[src/common/seg_disp_pkg.sv]
// package: seven-segment pattern word union, digit sizes, hex-to-segment table
package seg_disp_pkg;

	// eight digits on the board display
	localparam int SEG_DIGITS = 8;

	// bits per digit pattern
	// bit 7 = decimal point, bits 6..0 = g f e d c b a
	localparam int SEG_BITS = 8;

	// total pattern word width
	localparam int SEG_WORD_BITS = SEG_DIGITS * SEG_BITS;

	// active-high segment sets for hex digits 0..F
	// order g f e d c b a, decoder inverts for the active-low board
	localparam logic [6:0] SEG_HEX_TABLE [0:15] = '{
		7'h3f, // 0
		7'h06, // 1
		7'h5b, // 2
		7'h4f, // 3
		7'h66, // 4
		7'h6d, // 5
		7'h7d, // 6
		7'h07, // 7
		7'h7f, // 8
		7'h6f, // 9
		7'h77, // A
		7'h7c, // b
		7'h39, // C
		7'h5e, // d
		7'h79, // E
		7'h71  // F
	};

	// pattern word, seen per digit by the decoder
	// and as one flat bit string by the serializer
	// digit 7 sits in the top byte
	typedef union packed {
		logic [SEG_DIGITS-1:0][SEG_BITS-1:0] digit;
		logic [SEG_WORD_BITS-1:0]            flat;
	} seg_word_u;

endpackage

[src/seg_decode/hex_seg_decoder.sv]
// module hex_seg_decoder: 32-bit value to eight active-low seven-segment patterns
`timescale 1ns/10ps

module hex_seg_decoder
	import seg_disp_pkg::*;
(
	input  logic        clk200m,
	input  logic        rst_n,
	input  logic        snap_valid,
	input  logic [31:0] snap_pc,
	output seg_word_u   seg_word,
	output logic        seg_valid
);

	// one digit pattern from one nibble
	function automatic logic [SEG_BITS-1:0] hex_to_seg(input logic [3:0] nib);
		logic [6:0] segs;
		segs = SEG_HEX_TABLE[nib];
		// decimal point off, segments active low
		return {1'b1, ~segs};
	endfunction

	// combinational decode of the snapshot
	seg_word_u word_next;

	always_comb begin
		word_next = '0;
		// nibble k lands in digit k, digit 7 is the top byte
		for (int k = 0; k < SEG_DIGITS; k++) begin
			word_next.digit[k] = hex_to_seg(snap_pc[4*k +: 4]);
		end
	end

	// register the word with its strobe
	always_ff @(posedge clk200m) begin
		if (snap_valid) begin
			seg_word <= word_next;
		end
	end

	// valid follows the word, fixed latency 1
	always_ff @(posedge clk200m) begin
		if (!rst_n) begin
			seg_valid <= 1'b0;
		end else begin
			seg_valid <= snap_valid;
		end
	end

endmodule

[src/seg_shift/seg_serializer.sv]
// module seg_serializer: parallel pattern word to shift-register display serial lines
`timescale 1ns/10ps

module seg_serializer
	import seg_disp_pkg::*;
#(
	parameter int SHIFT_DIR = 0
) (
	input  logic      clk200m,
	input  logic      rst_n,
	input  logic      bit_tick,
	input  logic      seg_valid,
	input  seg_word_u seg_word,
	output logic      s_clk,
	output logic      s_clrn,
	output logic      sout,
	output logic      en
);

	// 0 = msb first, 1 = lsb first
	localparam bit MSB_FIRST = (SHIFT_DIR == 0);

	// state names the phase that starts at the next tick
	typedef enum logic [2:0] {
		ST_IDLE,
		ST_CLEAR,
		ST_SHIFT_LO,
		ST_SHIFT_HI,
		ST_LATCH
	} ser_state_e;

	ser_state_e state;

	// outgoing pattern bits
	logic [SEG_WORD_BITS-1:0] shreg;
	// bits put on sout so far, 0..64
	logic [6:0] bit_cnt;
	// next bit to present
	logic       next_bit;
	// ready for a new word
	logic       can_load;

	assign next_bit = MSB_FIRST ? shreg[SEG_WORD_BITS-1] : shreg[0];
	// wait until the latch strobe has dropped
	assign can_load = (state == ST_IDLE) && !en;

	// shift register, payload only
	always_ff @(posedge clk200m) begin
		if (can_load && seg_valid) begin
			shreg <= seg_word.flat;
		end else if (bit_tick && state == ST_SHIFT_LO) begin
			if (MSB_FIRST) begin
				shreg <= {shreg[SEG_WORD_BITS-2:0], 1'b0};
			end else begin
				shreg <= {1'b0, shreg[SEG_WORD_BITS-1:1]};
			end
		end
	end

	// control fsm and registered serial lines
	always_ff @(posedge clk200m) begin
		if (!rst_n) begin
			state   <= ST_IDLE;
			bit_cnt <= '0;
			s_clk   <= 1'b0;
			s_clrn  <= 1'b1;
			sout    <= 1'b0;
			en      <= 1'b0;
		end else begin
			case (state)
				ST_IDLE: begin
					// latch strobe lasts one tick period
					if (bit_tick) begin
						en <= 1'b0;
					end
					// a load while busy is dropped
					if (can_load && seg_valid) begin
						state <= ST_CLEAR;
					end
				end
				ST_CLEAR: begin
					if (bit_tick) begin
						// clear pulse marks frame start on the board
						s_clrn  <= 1'b0;
						bit_cnt <= '0;
						state   <= ST_SHIFT_LO;
					end
				end
				ST_SHIFT_LO: begin
					if (bit_tick) begin
						// data set up with serial clock low
						s_clrn  <= 1'b1;
						s_clk   <= 1'b0;
						sout    <= next_bit;
						bit_cnt <= bit_cnt + 7'd1;
						state   <= ST_SHIFT_HI;
					end
				end
				ST_SHIFT_HI: begin
					if (bit_tick) begin
						// display samples on this rising edge
						s_clk <= 1'b1;
						if (bit_cnt == 7'(SEG_WORD_BITS)) begin
							state <= ST_LATCH;
						end else begin
							state <= ST_SHIFT_LO;
						end
					end
				end
				ST_LATCH: begin
					if (bit_tick) begin
						// all 64 bits in, transfer to outputs
						s_clk <= 1'b0;
						sout  <= 1'b0;
						en    <= 1'b1;
						state <= ST_IDLE;
					end
				end
				default: begin
					state <= ST_IDLE;
				end
			endcase
		end
	end

endmodule

[src/verilog/display_timer.sv]
// module display_timer: serial bit tick and frame start enables from clk200m
`timescale 1ns/10ps

module display_timer #(
	parameter int SHIFT_DIV = 4,
	parameter int FRAME_DIV = 131072
) (
	input  logic clk200m,
	input  logic rst_n,
	output logic bit_tick,
	output logic frame_start
);

	// counter widths, +1 keeps divide-by-one legal
	localparam int SW = $clog2(SHIFT_DIV + 1);
	localparam int FW = $clog2(FRAME_DIV + 1);

	logic [SW-1:0] shift_cnt;
	logic [FW-1:0] frame_cnt;
	logic          shift_wrap;
	logic          frame_wrap;

	// last count of each period
	assign shift_wrap = (shift_cnt == SW'(SHIFT_DIV - 1));
	assign frame_wrap = (frame_cnt == FW'(FRAME_DIV - 1));

	// serial rate divider
	always_ff @(posedge clk200m) begin
		if (!rst_n) begin
			shift_cnt <= '0;
			bit_tick  <= 1'b0;
		end else begin
			shift_cnt <= shift_wrap ? '0 : shift_cnt + 1'b1;
			// single-cycle enable, no derived clock
			bit_tick  <= shift_wrap;
		end
	end

	// frame rate divider
	// first pulse FRAME_DIV cycles after reset release
	always_ff @(posedge clk200m) begin
		if (!rst_n) begin
			frame_cnt   <= '0;
			frame_start <= 1'b0;
		end else begin
			frame_cnt   <= frame_wrap ? '0 : frame_cnt + 1'b1;
			frame_start <= frame_wrap;
		end
	end

endmodule

[src/verilog/retire_capture.sv]
// module retire_capture: last retired pc tracking and per-frame snapshot
`timescale 1ns/10ps

module retire_capture #(
	parameter int PC_WIDTH = 32
) (
	input  logic                clk200m,
	input  logic                rst_n,
	input  logic                wb_valid,
	input  logic [PC_WIDTH-1:0] pc_wb,
	input  logic                frame_start,
	output logic [31:0]         snap_pc,
	output logic                snap_valid
);

	// most recent retired pc
	logic [PC_WIDTH-1:0] pc_last;
	// pc as seen this cycle, bypassing a retire in the same cycle
	logic [PC_WIDTH-1:0] pc_now;

	// a retire coinciding with frame_start wins
	assign pc_now = wb_valid ? pc_wb : pc_last;

	// track the retire port
	always_ff @(posedge clk200m) begin
		if (!rst_n) begin
			pc_last <= '0;
		end else if (wb_valid) begin
			pc_last <= pc_wb;
		end
	end

	// freeze a copy at frame start
	// later retires can't tear the value being shifted
	always_ff @(posedge clk200m) begin
		if (frame_start) begin
			// only the low 32 bits go to the display
			snap_pc <= 32'(pc_now);
		end
	end

	// snapshot valid, one cycle after frame_start
	always_ff @(posedge clk200m) begin
		if (!rst_n) begin
			snap_valid <= 1'b0;
		end else begin
			snap_valid <= frame_start;
		end
	end

endmodule

[src/verilog/seg_display_top.sv]
// module seg_display_top: retired pc display path, timer, capture, decoder and serializer
`timescale 1ns/10ps

module seg_display_top
	import seg_disp_pkg::*;
#(
	parameter int SHIFT_DIV = 4,
	parameter int FRAME_DIV = 131072,
	parameter int SHIFT_DIR = 0,
	parameter int PC_WIDTH  = 32
) (
	input  logic                clk200m,
	input  logic                rst_n,
	input  logic                wb_valid,
	input  logic [PC_WIDTH-1:0] pc_wb,
	output logic                s_clk,
	output logic                s_clrn,
	output logic                sout,
	output logic                en
);

	// timing enables
	logic        bit_tick;
	logic        frame_start;
	// frozen pc per frame
	logic [31:0] snap_pc;
	logic        snap_valid;
	// decoded patterns
	seg_word_u   seg_word;
	logic        seg_valid;

	// serial and frame rates
	display_timer #(
		.SHIFT_DIV (SHIFT_DIV),
		.FRAME_DIV (FRAME_DIV)
	) display_timer_inst (
		.clk200m     (clk200m),
		.rst_n       (rst_n),
		.bit_tick    (bit_tick),
		.frame_start (frame_start)
	);

	// input side
	retire_capture #(
		.PC_WIDTH (PC_WIDTH)
	) retire_capture_inst (
		.clk200m     (clk200m),
		.rst_n       (rst_n),
		.wb_valid    (wb_valid),
		.pc_wb       (pc_wb),
		.frame_start (frame_start),
		.snap_pc     (snap_pc),
		.snap_valid  (snap_valid)
	);

	// hex to segments
	hex_seg_decoder hex_seg_decoder_inst (
		.clk200m    (clk200m),
		.rst_n      (rst_n),
		.snap_valid (snap_valid),
		.snap_pc    (snap_pc),
		.seg_word   (seg_word),
		.seg_valid  (seg_valid)
	);

	// output side
	seg_serializer #(
		.SHIFT_DIR (SHIFT_DIR)
	) seg_serializer_inst (
		.clk200m   (clk200m),
		.rst_n     (rst_n),
		.bit_tick  (bit_tick),
		.seg_valid (seg_valid),
		.seg_word  (seg_word),
		.s_clk     (s_clk),
		.s_clrn    (s_clrn),
		.sout      (sout),
		.en        (en)
	);

endmodule
[config.mk]
export PLATFORM = sky130hd
export DESIGN_NAME = seg_display_top
export DESIGN_NICKNAME = d
export VERILOG_FILES = /design/src/common/seg_disp_pkg.sv /design/src/seg_decode/hex_seg_decoder.sv /design/src/seg_shift/seg_serializer.sv /design/src/verilog/display_timer.sv /design/src/verilog/retire_capture.sv /design/src/verilog/seg_display_top.sv
export SDC_FILE = /design/constraint.sdc
export NUM_CORES = 1
export LEC_CHECK = 0
export ABC_AREA = 1
export BUFFER_PORTS_ARGS = -buffer_cell sky130_fd_sc_hd__buf_2
export CORE_ASPECT_RATIO = 1.2
export CORE_MARGIN = 2
export CORE_UTILIZATION = 50
export DETAILED_ROUTE_END_ITERATION = 7
export MAX_ROUTING_LAYER = met4
export PLACE_DENSITY = 0.76
export SETUP_SLACK_MARGIN = 0.1
export SLEW_MARGIN = 40
export SYNTH_ARGS = -nofsm -noshare
export SYNTH_HDL_FRONTEND = slang
export SYNTH_SLANG_ARGS = --single-unit
[constraint.sdc]
create_clock -name clk200m -period 2.2 [get_ports clk200m]
set_input_delay 0.66 -clock clk200m [delete_from_list [all_inputs] [get_ports clk200m]]
set_output_delay 0.66 -clock clk200m [all_outputs]
set_load 0.02 [all_outputs]
==> results.json, run 1 <==
{
  "io_pins": 39,
  "drt_pre_antenna_iters": 5,
  "globalplace.congestion": 0.881,
  "peakVddDrop_v": 0.000582,
  "p_per_area_nw_per_um2": 755,
  "async_flop_share_pct": 0,
  "synth-main-ff-cell": "edfxtp_1",
  "cts_inserted_buffers": 23,
  "syn_avg_cell_area_sq_um": 10.8,
  "cp_max_fo": 64,
  "fin_crit_ps": 1690,
  "die_w_um": 134,
  "viasPerCell": 5.15,
  "status": "completed",
  "critPathMaxStageDelay_ps": 430,
  "reg2reg_depth": 4,
  "grt_pass1_wl_um": 28500,
  "wirelength_um": 17100,
  "cp_data_arrival_time_ps": 1930,
  "grt-ovfl-total": 0,
  "die-area_sq_um": 21400,
  "synth.cell_area_sq_um": 10100,
  "hp-class": "primary input to flip-flop",
  "cp_top_family": "buffers and inverters",
  "worstPathCellList": "inv_2 > nand4_4 > buf_12 > mux2_2",
  "post_cts_buffers": 0,
  "p_leak_nw": 4.52,
  "synth_seq_cells": 223,
  "hold_end": "retire_capture_inst.pc_last[22]$_SDFF_PN0_",
  "ys_types": 37,
  "antenna_found_initial": 0,
  "fp.dieH_um": 160,
  "io_buffers": 38,
  "tightest_slew_ps": 682,
  "syn_inst": 936,
  "relSlewSlack_pct": 54.5,
  "nFillCells": 1634,
  "setup_viol": 0,
  "syn_to_final_growth_pct": 11.7,
  "core_sq_um": 19700,
  "clkLatencyLatePin_ps": 500,
  "track_usage_pct": 16.5,
  "hold_viol": 0,
  "hp-start": "pc_wb[22]",
  "fin_skew_ps": 8.61,
  "synth_warnings": 0,
  "dpl.hpwl_um": 11400,
  "max-clock-path-buffers": 3,
  "r2r-end": "seg_serializer_inst.shreg[8]$_DFFE_PP_",
  "r2r_slack_ps": 510,
  "finalMaxSlewViolations": 0,
  "layout-drive-gt1-share_pct": 14.5,
  "finalSetupTns_ps": 0,
  "path_depth": 4,
  "antenna_cells": 0,
  "mappedNetlistNets": 1016,
  "critPathSlowestCell": "dfxtp_1",
  "ant_nets": 0,
  "layout_commonest_cell": "nand2_1",
  "hold_buffers": 0,
  "grt_start_max_net_pins": 66,
  "synth_edf_count": 152,
  "start_util_pct": 51.3,
  "crit_type": "flip-flop to flip-flop",
  "rsz0062_at_grt": "no",
  "cts_sinks": 223,
  "min_period_over_period_pct": 76.6,
  "ys_seq_area_share_pct": 59.3,
  "row_count": 56,
  "clk_pin_slew_worst_paths_ps": 60,
  "whs_ps": 433,
  "via_count": 6434,
  "fin_nets": 1053,
  "final_cell_mix": "nand2_1, edfxtp_1, inv_1",
  "grt_pass1_vias": 6221,
  "cts_tree": "yes",
  "crit_buf_inv": 2,
  "cts_resized": 0,
  "root_buffer": "clkbuf_16",
  "worstReg2RegStart": "seg_serializer_inst.state[2]$_SDFFE_PN0P_",
  "wl_per_cell_um": 13.6,
  "cp-start-kind": "flip-flop",
  "drc_errors": 0,
  "drv_cap": 0,
  "drt_iter0_drc": 344,
  "hold_depth": 3,
  "cp-end-kind": "flip-flop",
  "cts_max_level": 1,
  "fmax_ghz": 0.593,
  "crit_required_ps": 2450
}
==> power by group <==
| group | internal [mW] | switching (mW) |
|---|---|---|
| logic | 0.109 | 0.185 |
| registers | 4.50 | 0.0355 |
| clock network | 2.18 | 1.50 |
==> area by class of cell <==
| cell class | instances | area, sq um | area share (%) |
|---|---|---|---|
| clock buffer | 30 | 612 | 5.43 |
| timing repair buffer | 48 | 303 | 2.69 |
| inverter | 87 | 327 | 2.90 |
| multi-input combinational | 590 | 3620 | 32.1 |
| tap | 261 | 327 | 2.90 |
| clock inverter | 11 | 100 | 0.888 |
| sequential | 223 | 5990 | 53.1 |
==> how the worst max path moves through the flow <==
stage                                                    start                                     endpoint  slack [ps]
floorplan            seg_serializer_inst.state[0]$_SDFFE_PN0P_   seg_serializer_inst.shreg[0]$_SDFFCE_PN0P_         110
global placement                                         rst_n   display_timer_inst.shift_cnt[2]$_SDFF_PP0_         540
detailed placement                                       rst_n   display_timer_inst.shift_cnt[0]$_SDFF_PP0_         500
CTS                        seg_serializer_inst.en$_SDFFE_PN0P_                                           en         520
global route        display_timer_inst.frame_cnt[0]$_SDFF_PP0_  display_timer_inst.frame_cnt[13]$_SDFF_PP0_         430
finish               seg_serializer_inst.state[2]$_SDFFE_PN0P_       seg_serializer_inst.shreg[8]$_DFFE_PP_         510
==> state kept, by name, indices dropped and copies added (netlist names) <==
name,flops
seg_serializer_inst.sout,1
retire_capture_inst.snap_pc,32
hex_seg_decoder_inst.seg_valid,1
retire_capture_inst.pc_last,32
hex_seg_decoder_inst.seg_word,56
display_timer_inst.bit_tick,1
retire_capture_inst.snap_valid,1
display_timer_inst.frame_start,1
seg_serializer_inst.shreg,64
display_timer_inst.frame_cnt,18
seg_serializer_inst.s_clk,1
seg_serializer_inst.s_clrn,1
seg_serializer_inst.en,1
seg_serializer_inst.state,3
seg_serializer_inst.bit_cnt,7
display_timer_inst.shift_cnt,3
==> Yosys cell counts, drive strengths merged, types with 5 or more instances <==
library cell,n,area share [%]
inv,86,3.2
a21boi,5,0.37
edfxtp,152,45
nand4,8,0.56
nand3,47,2.3
a32oi,5,0.43
o22ai,5,0.31
o21ai,40,2.0
clkbuf,28,1.0
ha,45,5.6
nand2,200,7.5
xor2,6,0.52
o31ai,11,0.82
a32o,5,0.50
mux2,55,7.2
dfxtp,71,14
buf,8,0.67
a22oi,6,0.45
nor2,72,2.8
a21oi,65,3.2
==> cell families (layout without fill, tap and decap cells) <==
family	after synthesis	after routing	synth area share, %
fa+ha+maj	45	45	5.58
mux	55	55	7.25
simple gates	334	334	13.7
flops	223	223	59.3
buf+inv	123	176	4.94
xor+xnor	10	10	0.867
compound gates	146	146	8.38
==> stage by stage <==
| step | instance area [sq um] | util, % | instances | power [mW] | setup WS (ps) |
|---|---|---|---|---|---|
| global route | 11300 | 57.3 | 1250 | 8.82 | 427 |
| CTS | 11300 | 57.3 | 1250 | 8.60 | 520 |
| global placement | 10600 | 53.7 | 1209 | 4.91 | 538 |
| detailed placement | 10600 | 53.7 | 1209 | 4.92 | 499 |
| finish | 11300 | 57.3 | 1250 | 8.52 | 514 |
| floorplan | 10100 | - | 936 | 4.83 | 106 |
==> layer usage <==
metal | vias to the layer above | GRT usage, % | share of wire, % | wire (um)
met1 | 3030 | 19.5 | 43 | 7330
met3 | 25 | 2.63 | 4.0 | 677
met5 | - | - | 0 | 0
li1 | 3275 | - | - | -
met4 | 0 | 4.88 | 2.2 | 370
met2 | 104 | 29.0 | 51 | 8680
==> worst register-to-register path: stages, from the launching register on <==
cell	delay [ps]
dfxtp_1	430
inv_2	100
nand4_4	130
buf_12	350
mux2_2	430
(Power assumes the default switching activity.)
==> inputs of run 2 (changes only) <==
- ABC_AREA: 1 -> 0
- PLACE_DENSITY: 0.76 -> 0.74
- clock period: 2.2 -> 1.7 ns (I/O delays scaled with it)
==> run 2 against run 1 <==
First-iteration DRC count grew 18%. Critical endpoint is now display_timer_inst.frame_cnt[2]$_SDFF_PP0_. Largest power group unchanged. Critical path depth increased by 3. Synthesized area shrank 0.43%. Final cell count shrank 8.4%. Non-clock buffer count rose by 59. Clock power increased by 44%. Clock skew increased by 1.8 ps. Sequential share of layout area down 3.5 points. Largest cell class unchanged. Via count decreased by 7.3%. Sequential cell count unchanged. Routed wire length rose by 0.29%.
==> results.json, run 2 <==
{
  "fmax_ghz": 0.604,
  "cp_max_fo": 7,
  "drt_pre_antenna_iters": 4,
  "rsz0062_at_grt": "yes",
  "layout_commonest_cell": "edfxtp_1",
  "drc_errors": 0,
  "syn_inst": 771,
  "drv_cap": 0,
  "grt_start_max_net_pins": 33,
  "core_sq_um": 19600,
  "grt_pass1_vias": 5986,
  "hold_viol": 0,
  "synth-main-ff-cell": "edfxtp_1",
  "peakVddDrop_v": 0.000693,
  "antenna_cells": 0,
  "cts_tree": "yes",
  "whs_ps": 327,
  "nFillCells": 1503,
  "multi_input_area_sq_um": 4050,
  "clkLatencyLatePin_ps": 500,
  "synth_warnings": 0,
  "die-area_sq_um": 21300,
  "io_pins": 39,
  "globalplace.congestion": 0.818,
  "async_flop_share_pct": 0,
  "synth_most_common_cell": "edfxtp_1",
  "wirelength_um": 17100,
  "worstPathCellList": "ha_4 > nand2_2 > or4_4 > o31ai_4 > buf_4 > buf_12 > nor2_2",
  "min_period_over_period_pct": 97.4,
  "power_mw": 11.4,
  "start_util_pct": 51.2,
  "yosysTopAreaCell": "edfxtp_1",
  "cp_data_arrival_time_ps": 2050,
  "cts_sinks": 223,
  "critPathSlowestCell": "or4_4",
  "synth.cell_area_sq_um": 10100,
  "mappedNetlistNets": 851,
  "wl_per_cell_um": 14.9,
  "fin_crit_ps": 1660,
  "grt-ovfl-total": 0,
  "seqCellArea_sq_um": 6020,
  "hold_buffers": 0,
  "dpl.hpwl_um": 10700,
  "fp.dieH_um": 159,
  "drt_iter0_drc": 405,
  "cts_max_level": 1,
  "regMostFlops": "seg_serializer_inst.shreg",
  "largest_reg_flops": 64,
  "ant_nets": 0,
  "layout-drive-gt1-share_pct": 36.4,
  "setup_viol": 0,
  "reg.largest.list": "seg_serializer_inst.shreg (64), hex_seg_decoder_inst.seg_word (56)",
  "cp-start-kind": "flip-flop",
  "hold_end": "retire_capture_inst.snap_pc[13]$_DFFE_PP_",
  "worstReg2RegStart": "display_timer_inst.frame_cnt[1]$_SDFF_PP0_",
  "io_buffers": 38,
  "via_count": 5967,
  "yosysTopAreaCellShare_pct": 45.4,
  "cp-end-kind": "flip-flop",
  "ys_seq_area_share_pct": 59.5,
  "cts_inserted_buffers": 24,
  "synth_seq_cells": 223,
  "reg2reg_depth": 7,
  "syn_to_final_growth_pct": 20.8,
  "track_usage_pct": 16.4,
  "ys_types": 52,
  "status": "completed",
  "root_buffer": "clkbuf_16",
  "p_per_area_nw_per_um2": 940,
  "synth_edf_count": 152,
  "crit_type": "flip-flop to flip-flop",
  "fin_nets": 947,
  "relSlewSlack_pct": 71.5,
  "finalMaxSlewViolations": 0,
  "p_leak_nw": 4.48,
  "clk_pin_slew_worst_paths_ps": 60,
  "r2r_slack_ps": 40,
  "grt_pass1_wl_um": 28200,
  "r2r-end": "display_timer_inst.frame_cnt[2]$_SDFF_PP0_",
  "syn_avg_cell_area_sq_um": 13.0,
  "hold_depth": 2,
  "crit_start": "display_timer_inst.frame_cnt[1]$_SDFF_PP0_",
  "die_w_um": 133,
  "viasPerCell": 5.21,
  "hp-class": "primary input to flip-flop",
  "hp-start": "pc_wb[13]",
  "row_count": 56,
  "tightest_slew_ps": 428,
  "final_cell_mix": "edfxtp_1, mux2_2, nor2_1",
  "yosys-top-cells-area": "edfxtp_1, dfxtp_1, mux2_2",
  "max-clock-path-buffers": 3,
  "yosys-top-cells-count": "edfxtp_1, mux2_2, nor2_1",
  "fin_skew_ps": 10.4,
  "critPathMaxStageDelay_ps": 450,
  "antenna_found_initial": 0,
  "crit_required_ps": 2090
}
run 2: cells by family (layout without fill, tap and decap cells):
family                     after synthesis  count (layout)  synth area share, %
AOI/OAI and AO/OA                       78              78                 5.50
and+or+nand+nor                        230             230                 12.2
buffers and inverters                   69             182                 2.68
DFF                                    223             223                 59.5
xor gates and xnor gates                14              14                 1.22
adders and majority gates               45              45                 5.60
muxes                                  112             112                 13.2
run 2: layer usage:
layer	wire length, um	GRT usage [%]
met5	0	-
met4	314	4.74
met3	476	2.13
met2	8610	27.7
met1	7710	20.7
run 2: timing repair:
action / CTS / global route
pin swaps: 6 / 1
cloned: 1 / 2
endpoints found under the setup margin: 74 / 91
buffers inserted: 14 / 16
hold endpoints to repair: 0 / 0
resized for setup: 15 / 45
run 2: final cells by class:
class	instances	area share, %
Clock buffer	28	5.24
Inverter	32	0.989
Multi-Input combinational cell	479	33.3
Timing Repair Buffer	107	6.80
Clock inverter	15	1.41
Tap cell	261	2.69
Sequential cell	223	49.6
run 2: worst max path at each step:
stage / to / slack [ps] / cells after the start
global placement: display_timer_inst.frame_cnt[17]$_SDFF_PP0_ / 50 / 4
finish: display_timer_inst.frame_cnt[2]$_SDFF_PP0_ / 40 / 7
floorplan: seg_serializer_inst.shreg[0]$_SDFFCE_PN0P_ / -50 / 4
global route: display_timer_inst.frame_cnt[5]$_SDFF_PP0_ / -7 / 7
detailed placement: seg_serializer_inst.shreg[41]$_DFFE_PP_ / 20 / 3
CTS: seg_serializer_inst.shreg[27]$_DFFE_PP_ / 50 / 4
run 2: where the power goes:
part | total (mW) | switching [mW] | internal (mW)
Combinational | 0.290 | 0.129 | 0.161
Clock | 5.30 | 2.03 | 3.28
Sequential | 5.83 | 0.0264 | 5.80
run 2: metrics by stage:
stage / cells / setup TNS [ps] / cell area [sq um] / utilization [%] / setup WS, ps
after floorplan: 771 / -3390 / 10200 / - / -53.0
after global placement: 1069 / 0 / 10900 / 55.3 / 53.8
after detailed placement: 1069 / 0 / 10900 / 55.3 / 20.7
after CTS: 1127 / 0 / 11800 / 60.3 / 51.1
after global routing: 1145 / -25.6 / 12100 / 61.9 / -7.23
final: 1145 / 0 / 12100 / 61.9 / 44.0
run 2: worst max-delay path, delay by kind of cell (launching register included):
| kind | cells | cell delay [ps] |
|---|---|---|
| AOI/OAI and AO/OA | 1 | 220 |
| adders and majority gates | 1 | 150 |
| and+or+nand+nor | 3 | 540 |
| buffers and inverters | 2 | 280 |
| DFF | 1 | 360 |
==> inputs of run 3 (changes only) <==
- CORE_UTILIZATION: 50 -> 40
- PLACE_DENSITY: 0.74 -> 0.63
==> run 3 against run 2 <==
Utilization shrank 11 points. Final cell count grew 7.3%. Worst hold slack got worse by 2.6 ps. Highest routed layer unchanged.
==> results.json, run 3 (synthesized netlist as in run 2, its figures left out) <==
{
  "status": "completed",
  "wirelength_um": 17600,
  "fin_nets": 968,
  "cp-end-kind": "flip-flop",
  "cp_top_family": "simple AND/OR/NAND/NOR gates",
  "hold_buffers": 0,
  "grt_pass1_vias": 5879,
  "antenna_cells": 0,
  "final_cell_mix": "edfxtp_1, buf_4, nor2_1",
  "io_pins": 39,
  "viasPerCell": 4.90,
  "finalMaxSlewViolations": 0,
  "drc_errors": 0,
  "die_w_um": 149,
  "min_period_over_period_pct": 98.4,
  "path_depth": 4,
  "p_leak_nw": 4.66,
  "io_buffers": 38,
  "cp-start-kind": "flip-flop",
  "hold_end": "retire_capture_inst.snap_pc[5]$_DFFE_PP_",
  "grt_start_max_net_pins": 51,
  "setup_viol": 0,
  "hp-class": "primary input to flip-flop",
  "reg2reg_depth": 4,
  "nFillCells": 2126,
  "hp-start": "pc_wb[5]",
  "row_count": 63,
  "critPathMaxStageDelay_ps": 550,
  "crit_type": "flip-flop to flip-flop",
  "clkLatencyLatePin_ps": 500,
  "antenna_found_initial": 0,
  "p_per_area_nw_per_um2": 850,
  "peakVddDrop_v": 0.000786,
  "reg.largest.list": "seg_serializer_inst.shreg (64), hex_seg_decoder_inst.seg_word (56)",
  "drt_pre_antenna_iters": 4,
  "worstReg2RegStart": "display_timer_inst.frame_cnt[5]$_SDFF_PP0_",
  "relSlewSlack_pct": 70.2,
  "cts_tree": "yes",
  "layout_commonest_cell": "edfxtp_1",
  "crit_required_ps": 2130,
  "start_util_pct": 40.7,
  "hold_depth": 2,
  "via_count": 6027,
  "ant_nets": 0,
  "syn_to_final_growth_pct": 23.8,
  "die-area_sq_um": 26400,
  "cts_sinks": 223,
  "fmax_ghz": 0.598,
  "tightest_slew_ps": 448,
  "cts_inserted_buffers": 23,
  "fin_util_pct": 50.5,
  "fin_crit_ps": 1670,
  "cp_data_arrival_time_ps": 2110,
  "layout-drive-gt1-share_pct": 36.7,
  "track_usage_pct": 13.4,
  "root_buffer": "clkbuf_16",
  "rsz0062_at_grt": "yes",
  "grt_pass1_wl_um": 28100,
  "r2r-end": "display_timer_inst.frame_cnt[17]$_SDFF_PP0_",
  "regMostFlops": "seg_serializer_inst.shreg",
  "fin_skew_ps": 10.4,
  "wl_per_cell_um": 14.3,
  "core_sq_um": 24700,
  "drt_iter0_drc": 358,
  "crit_start": "display_timer_inst.frame_cnt[5]$_SDFF_PP0_",
  "r2r_slack_ps": 30,
  "dpl.hpwl_um": 10700,
  "globalplace.congestion": 0.793,
  "cp_max_fo": 3,
  "cts_max_level": 1,
  "max-clock-path-buffers": 3,
  "largest_reg_flops": 64,
  "critPathSlowestCell": "or4_4",
  "fp.dieH_um": 178,
  "crit_buf_inv": 0,
  "grt-ovfl-total": 0,
  "drv_cap": 0,
  "worstPathCellList": "nand3_4 > or4_4 > or4b_4 > a21oi_1",
  "clk_pin_slew_worst_paths_ps": 60,
  "hold_viol": 0,
  "power_mw": 10.6,
  "whs_ps": 325
}
## run 3: area by class of cell
cell class              count  area, sq um  area share (%)
flip-flops and latches    223         6010            48.3
multi-input cells         480         4150            33.4
repair buffers            128         1100            8.87
clock buffers              27          591            4.74
well taps                 325          407            3.27
inverters                  32          120           0.965
clock inverters            14         58.8           0.472
## run 3: report_power, final
part	leakage, nW	switching (mW)	internal, mW
clock	0.322	1.98	2.46
sequential	1.97	0.0241	5.80
combinational	2.36	0.137	0.175
total	4.66	2.14	8.44
## run 3: how the worst max path moves through the flow
stage / to / slack (ps)
3_5_place_dp: display_timer_inst.frame_cnt[15]$_SDFF_PP0_ / 20
3_3_place_gp: display_timer_inst.frame_cnt[15]$_SDFF_PP0_ / 40
6_report: display_timer_inst.frame_cnt[17]$_SDFF_PP0_ / 30
4_1_cts: display_timer_inst.frame_cnt[6]$_SDFF_PP0_ / 20
5_1_grt: display_timer_inst.frame_cnt[17]$_SDFF_PP0_ / -20
2_1_floorplan: seg_serializer_inst.shreg[0]$_SDFFCE_PN0P_ / -50
## run 3: through the flow
step                instance area (sq um)  worst slack [ps]  TNS (ps)  cells
finish                              12400              26.9         0   1229
global route                        12400             -24.2     -31.2   1229
CTS                                 11900              20.3         0   1200
detailed placement                  11100              22.5         0   1140
global placement                    11100              43.8         0   1140
floorplan                           10200             -53.0     -3390    771
## run 3: metal layers
| metal | vias up | track usage, % | wire, um |
|---|---|---|---|
| met5 | - | - | 0 |
| met4 | 0 | 3.89 | 272 |
| met3 | 20 | 2.31 | 662 |
| met2 | 61 | 23.3 | 8800 |
| met1 | 2921 | 16.1 | 7900 |
| li1 | 3025 | - | - |
## run 3: worst register-to-register path, delay by kind of cell, from the launching register on
| family | cells | cell delay (ps) |
|---|---|---|
| simple gates | 3 | 1130 |
| compound gates | 1 | 130 |
| flops | 1 | 360 |
## run 3: what timing repair did
| action | in CTS | in global routing |
|---|---|---|
| gates resized for setup | 9 | 86 |
| pin swaps | 0 | 6 |
| cloned | 1 | 4 |
| endpoints found under the setup margin | 129 | 152 |
| setup buffers | 18 | 25 |
